**src/cache_cfg_pkg.sv**
```systemverilog
package cache_cfg_pkg;

    // cpu and memory word geometry
    localparam int ADDR_W   = 32;
    localparam int DATA_W   = 32;
    // byte offset inside a word, ignored by the cache
    localparam int OFFSET_W = 2;
    // associativity, tied to the 3-bit plru tree
    localparam int NUM_WAYS = 4;

    typedef logic [ADDR_W-1:0] addr_t;
    typedef logic [DATA_W-1:0] word_t;

    // request from the cpu side, held until mem_resp
    typedef struct packed {
        logic  read;
        logic  write;
        addr_t addr;
        word_t wdata;
    } cpu_req_t;

    // request toward backing memory, held until pmem_resp
    typedef struct packed {
        logic  read;
        logic  write;
        addr_t addr;
        word_t wdata;
    } mem_req_t;

endpackage

```
**src/cache_ctrl_pkg.sv**
```systemverilog
package cache_ctrl_pkg;

    // controller states
    // LOOKUP answers hits, the others sequence misses and the buffer
    typedef enum logic [2:0] {
        IDLE,
        LOOKUP,
        REFILL_REQ,
        REFILL_WRITE,
        EVICT,
        DRAIN
    } ctrl_state_t;

    // one bit per way
    typedef logic [cache_cfg_pkg::NUM_WAYS-1:0] way_oh_t;

    // write command for the tag and data arrays
    typedef struct packed {
        // ways to write, usually one-hot
        way_oh_t way;
        // take the tag from the request, else keep the stored tag
        logic    load_tag;
        logic    valid_in;
        logic    dirty_in;
        // also write the data word
        logic    load_data;
    } way_write_t;

endpackage

```
**src/set_array.sv**
```systemverilog
module set_array #(
    parameter int  NUM_SETS = 8,
    parameter type entry_t  = logic
) (
    input  logic                        clk,
    input  logic                        rst,
    input  logic [$clog2(NUM_SETS)-1:0] index,
    input  logic                        we,
    input  entry_t                      wdata,
    output entry_t                      rdata
);

    // one entry per set
    entry_t entries [NUM_SETS];

    // read is combinational at the current index
    assign rdata = entries[index];

    always_ff @(posedge clk)
    begin
        if (rst)
        begin
            // everything starts invalid and clean
            entries <= '{default: '0};
        end
        else if (we)
        begin
            entries[index] <= wdata;
        end
    end

endmodule

```
**src/plru_tree.sv**
```systemverilog
module plru_tree #(
    parameter int NUM_SETS = 8
) (
    input  logic                        clk,
    input  logic                        rst,
    input  logic [$clog2(NUM_SETS)-1:0] index,
    input  logic                        update,
    input  cache_ctrl_pkg::way_oh_t     used_way,
    output cache_ctrl_pkg::way_oh_t     victim_way
);

    // three tree bits per set
    // bit 2 picks the half, bit 1 the left pair, bit 0 the right pair
    logic [2:0] tree [NUM_SETS];
    logic [2:0] bits;

    assign bits = tree[index];

    // walk the tree toward the least recently used side
    always_comb
    begin
        if (bits[2])
        begin
            victim_way = bits[1] ? 4'b0001 : 4'b0010;
        end
        else
        begin
            victim_way = bits[0] ? 4'b0100 : 4'b1000;
        end
    end

    // point the tree away from the way just used
    always_ff @(posedge clk)
    begin
        if (rst)
        begin
            tree <= '{default: '0};
        end
        else if (update)
        begin
            case (used_way)
                4'b0001: tree[index][2:1] <= 2'b00;
                4'b0010: tree[index][2:1] <= 2'b01;
                4'b0100: {tree[index][2], tree[index][0]} <= 2'b10;
                4'b1000: {tree[index][2], tree[index][0]} <= 2'b11;
                // no single way, leave the tree alone
                default: ;
            endcase
        end
    end

endmodule

```
**src/evict_buffer.sv**
```systemverilog
module evict_buffer (
    input  logic                 clk,
    input  logic                 rst,
    input  logic                 load,
    input  cache_cfg_pkg::addr_t load_addr,
    input  cache_cfg_pkg::word_t load_data,
    input  logic                 pop,
    input  cache_cfg_pkg::addr_t lookup_addr,
    input  logic                 cpu_write,
    input  cache_cfg_pkg::word_t cpu_wdata,
    output logic                 buf_hit,
    output logic                 buf_empty,
    output cache_cfg_pkg::addr_t buf_addr,
    output cache_cfg_pkg::word_t buf_data
);

    import cache_cfg_pkg::*;

    logic  valid;
    addr_t addr_q;
    word_t data_q;

    // match on the word address, byte offset ignored
    assign buf_hit   = valid && (lookup_addr[ADDR_W-1:OFFSET_W] == addr_q[ADDR_W-1:OFFSET_W]);
    assign buf_empty = !valid;
    assign buf_addr  = addr_q;
    assign buf_data  = data_q;

    always_ff @(posedge clk)
    begin
        if (rst)
        begin
            valid <= 1'b0;
        end
        else if (load)
        begin
            valid <= 1'b1;
        end
        else if (pop)
        begin
            valid <= 1'b0;
        end
    end

    // payload of the held line
    always_ff @(posedge clk)
    begin
        if (load)
        begin
            addr_q <= load_addr;
            data_q <= load_data;
        end
        else if (cpu_write && buf_hit)
        begin
            // cpu store to the evicted word lands here
            data_q <= cpu_wdata;
        end
    end

endmodule

```
**src/cache_datapath.sv**
```systemverilog
module cache_datapath #(
    parameter int NUM_SETS = 8
) (
    input  logic                                   clk,
    input  logic                                   rst,
    input  cache_cfg_pkg::addr_t                   addr,
    input  cache_cfg_pkg::word_t                   cpu_wdata,
    input  cache_cfg_pkg::word_t                   refill_data,
    input  cache_ctrl_pkg::way_write_t             way_wr,
    input  logic                                   cpu_write_hit,
    output logic                                   hit,
    output cache_ctrl_pkg::way_oh_t                hit_way,
    output logic [cache_cfg_pkg::NUM_WAYS-1:0]     valid_vec,
    output logic [cache_cfg_pkg::NUM_WAYS-1:0]     dirty_vec,
    input  cache_ctrl_pkg::way_oh_t                rd_way,
    output cache_cfg_pkg::word_t                   way_data,
    output cache_cfg_pkg::addr_t                   victim_addr
);

    import cache_cfg_pkg::*;

    localparam int IDX_W = $clog2(NUM_SETS);
    localparam int TAG_W = ADDR_W - OFFSET_W - IDX_W;

    // per-way tag state, one of these per set
    typedef struct packed {
        logic             valid;
        logic             dirty;
        logic [TAG_W-1:0] tag;
    } tag_entry_t;

    logic [IDX_W-1:0] index;
    logic [TAG_W-1:0] tag;
    tag_entry_t       entry_rd [NUM_WAYS];
    word_t            word_rd  [NUM_WAYS];
    word_t            word_wr;
    word_t            refill_q;

    // address split: tag | index | byte offset
    assign index = addr[OFFSET_W +: IDX_W];
    assign tag   = addr[ADDR_W-1 -: TAG_W];

    // memory data is only valid in the pmem_resp cycle
    // so REFILL_WRITE uses the copy from one cycle back
    always_ff @(posedge clk)
    begin
        refill_q <= refill_data;
    end

    // store data from the cpu on a write hit, else refill data
    assign word_wr = cpu_write_hit ? cpu_wdata : refill_q;

    for (genvar w = 0; w < NUM_WAYS; w++)
    begin : g_way
        tag_entry_t entry_wr;

        // invalidate keeps the old tag, refill and store take the new one
        always_comb
        begin
            entry_wr.valid = way_wr.valid_in;
            entry_wr.dirty = way_wr.dirty_in;
            entry_wr.tag   = way_wr.load_tag ? tag : entry_rd[w].tag;
        end

        set_array #(
            .NUM_SETS (NUM_SETS),
            .entry_t  (tag_entry_t)
        ) u_tags (
            .clk   (clk),
            .rst   (rst),
            .index (index),
            .we    (way_wr.way[w]),
            .wdata (entry_wr),
            .rdata (entry_rd[w])
        );

        set_array #(
            .NUM_SETS (NUM_SETS),
            .entry_t  (word_t)
        ) u_data (
            .clk   (clk),
            .rst   (rst),
            .index (index),
            .we    (way_wr.way[w] & way_wr.load_data),
            .wdata (word_wr),
            .rdata (word_rd[w])
        );

        // tag compare
        assign hit_way[w]   = entry_rd[w].valid && (entry_rd[w].tag == tag);
        assign valid_vec[w] = entry_rd[w].valid;
        assign dirty_vec[w] = entry_rd[w].dirty;
    end

    assign hit = |hit_way;

    // one-hot read mux, also rebuilds the word address of that way
    always_comb
    begin
        way_data    = '0;
        victim_addr = '0;
        for (int w = 0; w < NUM_WAYS; w++)
        begin
            if (rd_way[w])
            begin
                way_data    = word_rd[w];
                victim_addr = {entry_rd[w].tag, index, {OFFSET_W{1'b0}}};
            end
        end
    end

endmodule

```
**src/cache_control.sv**
```systemverilog
module cache_control #(
    parameter int MISS_CNT_W = 16
) (
    input  logic                               clk,
    input  logic                               rst,
    input  logic                               read,
    input  logic                               write,
    input  logic                               hit,
    input  cache_ctrl_pkg::way_oh_t            hit_way,
    input  logic [cache_cfg_pkg::NUM_WAYS-1:0] valid_vec,
    input  logic [cache_cfg_pkg::NUM_WAYS-1:0] dirty_vec,
    input  cache_ctrl_pkg::way_oh_t            victim_way,
    input  logic                               buf_hit,
    input  logic                               buf_empty,
    input  logic                               pmem_resp,
    output logic                               mem_resp,
    output logic                               pmem_read,
    output logic                               pmem_write,
    output logic                               use_buf_addr,
    output cache_ctrl_pkg::way_write_t         way_wr,
    output logic                               cpu_write_hit,
    output cache_ctrl_pkg::way_oh_t            rd_way,
    output logic                               plru_update,
    output logic                               evict_load,
    output logic                               drain_pop,
    output logic [MISS_CNT_W-1:0]              miss_count
);

    import cache_cfg_pkg::*;
    import cache_ctrl_pkg::*;

    ctrl_state_t           state;
    ctrl_state_t           next_state;
    way_oh_t               fill_way;
    logic                  fill_dirty;
    logic                  miss_inc;
    logic [MISS_CNT_W-1:0] miss_q;

    // refill target: lowest invalid way, else the plru victim
    // stays stable through EVICT and refill since the victim turns invalid
    always_comb
    begin
        fill_way = victim_way;
        for (int w = NUM_WAYS - 1; w >= 0; w--)
        begin
            if (!valid_vec[w])
            begin
                fill_way = way_oh_t'(1 << w);
            end
        end
    end

    assign fill_dirty = |(fill_way & valid_vec & dirty_vec);

    always_comb
    begin
        next_state    = state;
        mem_resp      = 1'b0;
        pmem_read     = 1'b0;
        pmem_write    = 1'b0;
        use_buf_addr  = 1'b0;
        way_wr        = '0;
        cpu_write_hit = 1'b0;
        rd_way        = hit_way;
        plru_update   = 1'b0;
        evict_load    = 1'b0;
        drain_pop     = 1'b0;
        miss_inc      = 1'b0;

        case (state)
            IDLE:
            begin
                // cpu first, drain only when nothing is asked
                if (read || write)
                begin
                    next_state = LOOKUP;
                end
                else if (!buf_empty)
                begin
                    next_state = DRAIN;
                end
            end

            LOOKUP:
            begin
                if (hit || buf_hit)
                begin
                    mem_resp      = 1'b1;
                    plru_update   = hit;
                    // a store goes to whichever copy matched
                    cpu_write_hit = write;
                    if (write && hit)
                    begin
                        way_wr = '{way: hit_way, load_tag: 1'b1, valid_in: 1'b1,
                                   dirty_in: 1'b1, load_data: 1'b1};
                    end
                    next_state = IDLE;
                end
                else if (!fill_dirty)
                begin
                    miss_inc   = 1'b1;
                    next_state = REFILL_REQ;
                end
                else if (buf_empty)
                begin
                    miss_inc   = 1'b1;
                    next_state = EVICT;
                end
                else
                begin
                    // buffer still busy, empty it and retry from IDLE
                    next_state = DRAIN;
                end
            end

            EVICT:
            begin
                // victim word into the buffer, way marked invalid
                rd_way     = fill_way;
                evict_load = 1'b1;
                way_wr     = '{way: fill_way, load_tag: 1'b0, valid_in: 1'b0,
                               dirty_in: 1'b0, load_data: 1'b0};
                next_state = REFILL_REQ;
            end

            REFILL_REQ:
            begin
                pmem_read = 1'b1;
                if (pmem_resp)
                begin
                    next_state = REFILL_WRITE;
                end
            end

            REFILL_WRITE:
            begin
                // clean copy, the LOOKUP after this hits
                way_wr     = '{way: fill_way, load_tag: 1'b1, valid_in: 1'b1,
                               dirty_in: 1'b0, load_data: 1'b1};
                next_state = LOOKUP;
            end

            DRAIN:
            begin
                pmem_write   = 1'b1;
                use_buf_addr = 1'b1;
                if (pmem_resp)
                begin
                    drain_pop  = 1'b1;
                    next_state = IDLE;
                end
            end

            default:
            begin
                next_state = IDLE;
            end
        endcase
    end

    always_ff @(posedge clk)
    begin
        if (rst)
        begin
            state <= IDLE;
        end
        else
        begin
            state <= next_state;
        end
    end

    // miss counter, sticks at all ones
    always_ff @(posedge clk)
    begin
        if (rst)
        begin
            miss_q <= '0;
        end
        else if (miss_inc && (miss_q != '1))
        begin
            miss_q <= miss_q + 1'b1;
        end
    end

    assign miss_count = miss_q;

endmodule

```
**src/l2_cache.sv**
```systemverilog
module l2_cache #(
    parameter int NUM_SETS   = 8,
    parameter int MISS_CNT_W = 16
) (
    input  logic                    clk,
    input  logic                    rst,
    input  cache_cfg_pkg::cpu_req_t req,
    output logic                    mem_resp,
    output cache_cfg_pkg::word_t    rdata,
    output cache_cfg_pkg::mem_req_t pmem_req,
    input  logic                    pmem_resp,
    input  cache_cfg_pkg::word_t    pmem_rdata,
    output logic [MISS_CNT_W-1:0]   miss_count
);

    import cache_cfg_pkg::*;
    import cache_ctrl_pkg::*;

    logic                    hit;
    way_oh_t                 hit_way;
    logic [NUM_WAYS-1:0]     valid_vec;
    logic [NUM_WAYS-1:0]     dirty_vec;
    way_oh_t                 victim_way;
    way_oh_t                 rd_way;
    way_write_t              way_wr;
    logic                    cpu_write_hit;
    logic                    plru_update;
    logic                    evict_load;
    logic                    drain_pop;
    logic                    use_buf_addr;
    logic                    pmem_read;
    logic                    pmem_write;
    logic                    buf_hit;
    logic                    buf_empty;
    addr_t                   buf_addr;
    word_t                   buf_data;
    word_t                   way_data;
    addr_t                   victim_addr;
    logic [$clog2(NUM_SETS)-1:0] index;

    assign index = req.addr[OFFSET_W +: $clog2(NUM_SETS)];

    // buffered copy wins when it matches
    assign rdata = buf_hit ? buf_data : way_data;

    // memory side: refill reads the request word, drain writes the buffer
    assign pmem_req.read  = pmem_read;
    assign pmem_req.write = pmem_write;
    assign pmem_req.addr  = use_buf_addr ? buf_addr
                                         : {req.addr[ADDR_W-1:OFFSET_W], {OFFSET_W{1'b0}}};
    assign pmem_req.wdata = buf_data;

    cache_control #(.MISS_CNT_W(MISS_CNT_W)) u_control (
        .clk(clk), .rst(rst), .read(req.read), .write(req.write),
        .hit(hit), .hit_way(hit_way), .valid_vec(valid_vec), .dirty_vec(dirty_vec),
        .victim_way(victim_way), .buf_hit(buf_hit), .buf_empty(buf_empty),
        .pmem_resp(pmem_resp), .mem_resp(mem_resp), .pmem_read(pmem_read),
        .pmem_write(pmem_write), .use_buf_addr(use_buf_addr), .way_wr(way_wr),
        .cpu_write_hit(cpu_write_hit), .rd_way(rd_way), .plru_update(plru_update),
        .evict_load(evict_load), .drain_pop(drain_pop), .miss_count(miss_count)
    );

    cache_datapath #(.NUM_SETS(NUM_SETS)) u_datapath (
        .clk(clk), .rst(rst), .addr(req.addr), .cpu_wdata(req.wdata),
        .refill_data(pmem_rdata), .way_wr(way_wr), .cpu_write_hit(cpu_write_hit),
        .hit(hit), .hit_way(hit_way), .valid_vec(valid_vec), .dirty_vec(dirty_vec),
        .rd_way(rd_way), .way_data(way_data), .victim_addr(victim_addr)
    );

    // replacement state follows cache hits only
    plru_tree #(.NUM_SETS(NUM_SETS)) u_plru (
        .clk(clk), .rst(rst), .index(index), .update(plru_update),
        .used_way(hit_way), .victim_way(victim_way)
    );

    evict_buffer u_evict (
        .clk(clk), .rst(rst), .load(evict_load), .load_addr(victim_addr),
        .load_data(way_data), .pop(drain_pop), .lookup_addr(req.addr),
        .cpu_write(cpu_write_hit), .cpu_wdata(req.wdata), .buf_hit(buf_hit),
        .buf_empty(buf_empty), .buf_addr(buf_addr), .buf_data(buf_data)
    );

endmodule

```
**config.mk**
```make
export PLATFORM = sky130hd
export DESIGN_NAME = l2_cache
export DESIGN_NICKNAME = d
export VERILOG_FILES = /design/src/cache_cfg_pkg.sv /design/src/cache_ctrl_pkg.sv /design/src/set_array.sv /design/src/plru_tree.sv /design/src/evict_buffer.sv /design/src/cache_datapath.sv /design/src/cache_control.sv /design/src/l2_cache.sv
export SDC_FILE = /design/constraint.sdc
export NUM_CORES = 2
export LEC_CHECK = 0
export ABC_AREA = 0
export CELL_PAD_IN_SITES_DETAIL_PLACEMENT = 0
export CELL_PAD_IN_SITES_GLOBAL_PLACEMENT = 1
export CORE_MARGIN = 10
export CORE_UTILIZATION = 40
export CTS_BUF_LIST = sky130_fd_sc_hd__clkbuf_16
export CTS_CLUSTER_SIZE = 30
export DETAILED_ROUTE_END_ITERATION = 10
export DONT_BUFFER_PORTS = 1
export GPL_TIMING_DRIVEN = 0
export PLACE_DENSITY_LB_ADDON = 0.1
export SLEW_MARGIN = 40
export SYNTH_ARGS = -nofsm -noshare
export SYNTH_HDL_FRONTEND = slang
export SYNTH_SLANG_ARGS = --single-unit
```
**constraint.sdc**
```tcl
create_clock -name clk -period 5.2 [get_ports clk]
set_clock_uncertainty 0.05 [all_clocks]
set_input_delay 0.78 -clock clk [delete_from_list [all_inputs] [get_ports clk]]
set_output_delay 0.78 -clock clk [all_outputs]
set_load 0.01 [all_outputs]
```
---- After elaboration in Yosys (flattened, before gate mapping) ----
Cells that the tools add are included.
word-level totals
  register bits ........................... 2,092
  bits of input ports ..................... 101
cells by class
  $lt $le $gt $ge ......................... 2
  reduce and logical (&&, ||, !) cells .... 20
  multiplexer cells ....................... 101
  equality and inequality tests ........... 18
  bitwise logic cells ..................... 11
  add/subtract/negate cells ............... 1
operator list
  cell                     number
  $bwmux W256              4
  $bwmux W232              4
  $mux W32                 22
  $bmux W32 S3             4
  $bmux W29 S3             4
  $mux W29                 9
  $eq A27 B27 Y1           4
  $mux W27                 4
  $demux W32 S3            1
  $pmux W24 S4             1
  $demux W29 S3            1
  $bwmux W24               2
  $or A24 B24 Y24          2
  $eq A30 B30 Y1           1
  $mux W3                  10
  $mux W4                  7
  $demux W3 S3             3
  $and A24 B24 Y24         1
  $not A24 Y24             1
  $pmux W8 S3              1
  $mux W1                  19
  $pmux W3 S6              1
  $add A16 B1 Y16 const B  1
  $mux W8                  2
  other kinds (26)         44

---- Logic depth before layout (Yosys ltp) ----
  depth in word-level cells ............... 17
  gate-level depth with buffers ........... 20
  depth with buffers taken out ............ 10

---- Cells and area by module ----
From an unflattened synthesis, not the netlist that was laid out.
second synthesis, totals
  cell total of the unflattened synthesis .. 11,933
  area total of the unflattened synthesis .. 97,228.2 µm²
modules (own cells, without submodules)
  module                                      times used  cells an instance  area an instance (µm²)
  set_array (u_datapath.g_way[0].u_data ...)  4           1,372              11,272.1
  set_array (u_datapath.g_way[0].u_tags ...)  4           1,260              10,052.1
  cache_datapath                              1           845                5,295.1
  evict_buffer                                1           149                2,702.6
  cache_control                               1           188                1,551.5
  plru_tree                                   1           149                1,301.2
  l2_cache                                    1           74                 1,081.0

---- Least setup slack after synthesis ----
No wires, ideal clock.
  path kind ............................... input to register
  start ................................... input req[35] in the netlist's numbering
  end ..................................... register u_evict.data_q[0] (netlist: u_evict.buf_data[0]), enable pin
  setup slack ............................. -477 ps
  data required time ...................... 4,684 ps
  stages .................................. 13
  arrival time ............................ 5,161 ps
  cells stage by stage .................... buf_2 > buf_6 > buf_6 > buf_6 > buf_4 > buf_4 > buf_4 > xnor2_1 > nand4_1 > nor3_1 > nand4_1 > clkbuf_1 > o21ai_0
on the way
  longest elaborated chain between the ends .. 12
  elaborated cells on any way between the ends .. 29
ends and longest elaborated chain
  what                                          line                  source
  start, declared                               l2_cache.sv:7         input cache_cfg_pkg::cpu_req_t req,
  $not A3 Y4 (not written as such)              set_array.sv:17       assign rdata = entries[index];
  $bmux W29 S3                                  set_array.sv:17
  $mux W29 (not written as such) (2 in series)  set_array.sv:17
  $eq A27 B27 Y1                                cache_datapath.sv:90  assign hit_way[w] = entry_rd[w].valid && (entry_rd[w].tag == tag);
  $logic_and A1 B1 Y1                           cache_datapath.sv:90
  $reduce_or A4 Y1                              cache_datapath.sv:95  assign hit = |hit_way;
  $logic_or A1 B1 Y1                            cache_control.sv:86   if (hit || buf_hit)
  $mux W1                                       cache_control.sv:86
  $mux W1                                       cache_control.sv:70   case (state)
  $logic_and A1 B1 Y1 *                         evict_buffer.sv:53    else if (cpu_write && buf_hit)
  $reduce_bool A2 Y1 (no line) *                n/a
  end signal, assigned                          evict_buffer.sv:51    data_q <= load_data;
  end signal, assigned                          evict_buffer.sv:56    data_q <= cpu_wdata;
  end, declared                                 evict_buffer.sv:21    word_t data_q;
Every way passes the cells marked *; elsewhere a longest branch is shown, timed or not. The select of a mux whose other input is x is not followed.
A chain may end at the register's enable or synchronous reset.

---- Worst setup path in the final report ----
  start ................................... input req[36] in the netlist's numbering
  end ..................................... output rdata[12]
on the way
  longest elaborated chain between the ends .. 16
  elaborated cells on any way between the ends .. 51
ends and longest elaborated chain
  what                                         line                              source
  $not A3 Y4 (not written as such)             set_array.sv:17, plru_tree.sv:17
  $bmux W3 S3                                  plru_tree.sv:17                   assign bits = tree[index];
  $mux W3 (not written as such) (2 in series)  plru_tree.sv:17
  $mux W2                                      plru_tree.sv:24                   victim_way = bits[1] ? 4'b0001 : 4'b0010;
  $mux W4                                      plru_tree.sv:22                   if (bits[2])
  $mux W4 (4 in series)                        cache_control.sv:46               if (!valid_vec[w])
  $mux W4                                      cache_control.sv:70
  $mux W32 (4 in series)                       cache_datapath.sv:104             if (rd_way[w])
  $mux W32 *                                   l2_cache.sv:44                    assign rdata = buf_hit ? buf_data : way_data;
  end, declared                                l2_cache.sv:9                     output cache_cfg_pkg::word_t rdata,
Marked as above.

==> impl_metrics.toml <==
[cts]
cts_tree = "built"
clk_pin_slew_ns = 0.06
cts-buffers-inserted = 228
cts_sinks = 2090
cts_buffer_depth = 3
htree_levels = 4
clk_latency_ns = 0.94
cts_root_buffer = "clkbuf_16"

[yosys]
yosysTopAreaCell = "dfxtp_1"
synth_compound_area_share_pct = 26.7
post_synth.cell_area_avg_um2 = 9.68
synthCells = 9174
yosys.area_share.adder_pct = 0.0141
ys_seq_area_share_pct = 47.8
async_reset_ff_share_pct = 0
synthMuxAreaShare_pct = 8.30
yosys_warnings = 0
synthSimpleGateAreaFrac_pct = 11.3
syn-cell-area_mm2 = 0.0888
synth_ff_type = "dfxtp_1"
synth_top_area_share_pct = 45.7
synth_top_family_by_area = "compound AO/OA/AOI/OAI gates"
synth-edff-count = 62
ys_top_cells_by_area = "dfxtp_1, a211oi_1, a22o_1"
yosysUniqueCellTypes = 96
synth-seq-cells = 2090
post_synth_xor_area_fraction_pct = 0.976

[grt]
track_usage_pct = 43.1
grt_max_degree = 32
grt_pass1_wl_mm = 727
antenna_found_initial = 44
grt-ovfl-total = 0
grt_pass1_vias = 82500

[floorplan]
ios = 216
start_util_pct = 40.3
die_h_um = 491
die_w_um = 491
coreArea_mm2 = 0.220
die_area_mm2 = 0.241
rows = 172

[route]
routedWlPerCell_um = 42.2
drtIter0Drc = 12400
dr.pass1.iters = 8
vias_per_cell = 6.78
wl_mm = 551
vias = 88500
ant_nets = 0
drc_errors = 0

[cells_and_area]
final_common_cell = "dfxtp_1"
final_cell_mix = "dfxtp_1, nor2_1, a211oi_1"
final_util_pct = 50.5
syn_to_final_growth_pct = 25.3
drive_gt1_share_pct = 21.5
nets = 9961

[setup_path]
critPathMostFrequentCell = "buf_12"
path_class = "primary input to primary output"
cp_cell_sequence = "buf_16 > buf_12 > buf_12 > buf_8 > buf_12 > buf_16 > buf_12 > buf_8 > buf_12 > nor2_4 > clkbuf_8 > clkbuf_4 > buf_16 > clkbuf_4 > a22oi_1 > nand4_1 > mux2i_2 > o31ai_4"
cp-start-kind = "primary input"
cp_slowest_cell = "nor2_4"
critPathMaxStageDelay_ns = 0.52
crit_fanout = 10
cp.arrival_ns = 5.04
required_ns = 4.37
endpoint_kind = "primary output"

[power]
pwr-share-seq_pct = 45.1
combinationalPowerShare_pct = 9.8
p_int_mw = 25.8
p_clk_share_pct = 45.1
ir_drop_mv = 0.294
power_density_mw_per_mm2 = 321
switching_share_pct = 27.9
power.switching_mw = 9.97
p_leak_nw = 39.1

[placement]
place_ws_ns = -3.88
gp_congestion = 1.05
hpwl_mm = 406
portBuffers = 0

[sta]
period_share_pct = 113
period_minus_slack_ns = 5.87
rsz0062_at_grt = "yes"
finalSetupViolCount = 196
worst_slew_pin_slew_ns = 1.04
timing.hold.ws_ns = 0.00417
fmax_mhz = 170
hold_viol_final = 0
fin_ws_ns = -0.666
max-slew-margin-rel_pct = 30.9
drv_slew = 0

[worst_hold_path]
hold_path.class = "primary input to flip-flop"

[status]
status = "finished with violations"
violations = "setup timing"

[run]
cap_violations = 0
==> stage by stage <==
| stage | cells | cell area, um2 | power [mW] | setup TNS, ns |
|---|---|---|---|---|
| after floorplan | 9175 | 88900 | 17.7 | 0 |
| after global placement | 12100 | 92600 | 19.2 | - |
| after detailed placement | 12300 | 96600 | 19.4 | -5326.98 |
| after CTS | 12900 | 110000 | 35.5 | -14.16 |
| after global routing | 13000 | 111000 | 36.3 | -16.78 |
| final | 13000 | 111000 | 35.8 | -24.93 |
==> Yosys cell counts, types with 64 or more instances <==
cell type and count:
dfxtp_1 2028, nor2_1 1442, a211oi_1 1194, a22o_1 697, clkbuf_1 568, nand2_1 304, buf_2 262, a22oi_1 255
o21ai_0 233, a21oi_1 219, mux2i_1 207, mux2_2 187, o22ai_1 155, mux4_2 136, nand3_1 125, nor3_1 97
buf_1 83, xnor2_1 68, a221oi_1 64
==> power by group through the flow <==
stage,Combinational (mW),Sequential (mW),Clock [mW]
global route,3.43,16.1,16.8
finish,3.50,16.1,16.2
CTS,3.26,16.1,16.1
detailed placement,2.93,16.5,0
floorplan,1.21,16.5,0
global placement,2.69,16.5,0
==> final timing paths <==
path         cells past startpoint                                     from  slack [ns]                                 endpoint
max                             18                                  req[36]       -0.67                                rdata[12]
min reg2reg                      2  u_datapath.g_way[3].u_tags.entries[114]        0.41  u_datapath.g_way[3].u_tags.entries[114]
min                              2                                  req[19]       0.004                     u_evict.buf_data[19]
max reg2reg                     16  u_datapath.g_way[1].u_tags.entries[228]       -0.10  u_datapath.g_way[1].u_data.entries[204]
==> worst max-delay path: cells and delay by family <==
family          cells  cell delay (ns)
mux                 1             0.11
compound gates      2             0.53
buf+inv            13             2.78
simple gates        2             0.70
==> flip-flops by register name (all words and copies together), names as in the netlist <==
register and count:
u_evict.valid 1, u_datapath.refill_q 32, u_datapath.g_way.u_data.entries 1024, u_control.miss_count 16
u_evict.buf_data 32, u_control.state 3, u_plru.tree 24, u_evict.buf_addr 30
u_datapath.g_way.u_tags.entries 928
==> logic make-up after synthesis <==
kind of cell             after synthesis
AO/OA/AOI/OAI                       3161
AND/OR/NAND/NOR                     2294
flip-flops                          2090
buffers and inverters                987
multiplexers                         541
XOR/XNOR                              99
adder cells (fa/ha/maj)                1
other                                  1
==> routing by layer <==
| metal | track usage (%) | vias to the layer above | part of all wire [%] |
|---|---|---|---|
| li1 | - | 36000 | - |
| met1 | 52.0 | 44300 | 37 |
| met2 | 62.6 | 6365 | 42 |
| met3 | 12.0 | 1808 | 11 |
| met4 | 38.2 | 18 | 11 |
| met5 | 0 | - | 0.021 |
==> layout make-up <==
class,instances,area (um2)
Timing Repair Buffer,459,6160
Multi-Input combinational cell,6098,45400
Sequential cell,2090,42500
Clock inverter,184,1210
Inverter,24,95.1
Clock buffer,240,6010
Antenna cell,32,80.1
Fill cell,20800,109000
Buffer,958,6220
Tap cell,2958,3700
==> repair_timing <==
item	in CTS	in global routing
gates resized for setup	737	126
setup endpoints to repair	2112	755
cloned	9	2
pin swaps	97	58
setup buffers	193	91
hold endpoints to repair	32	0
hold buffers	32	0
No activity file was read; power rests on OpenSTA's default activity.
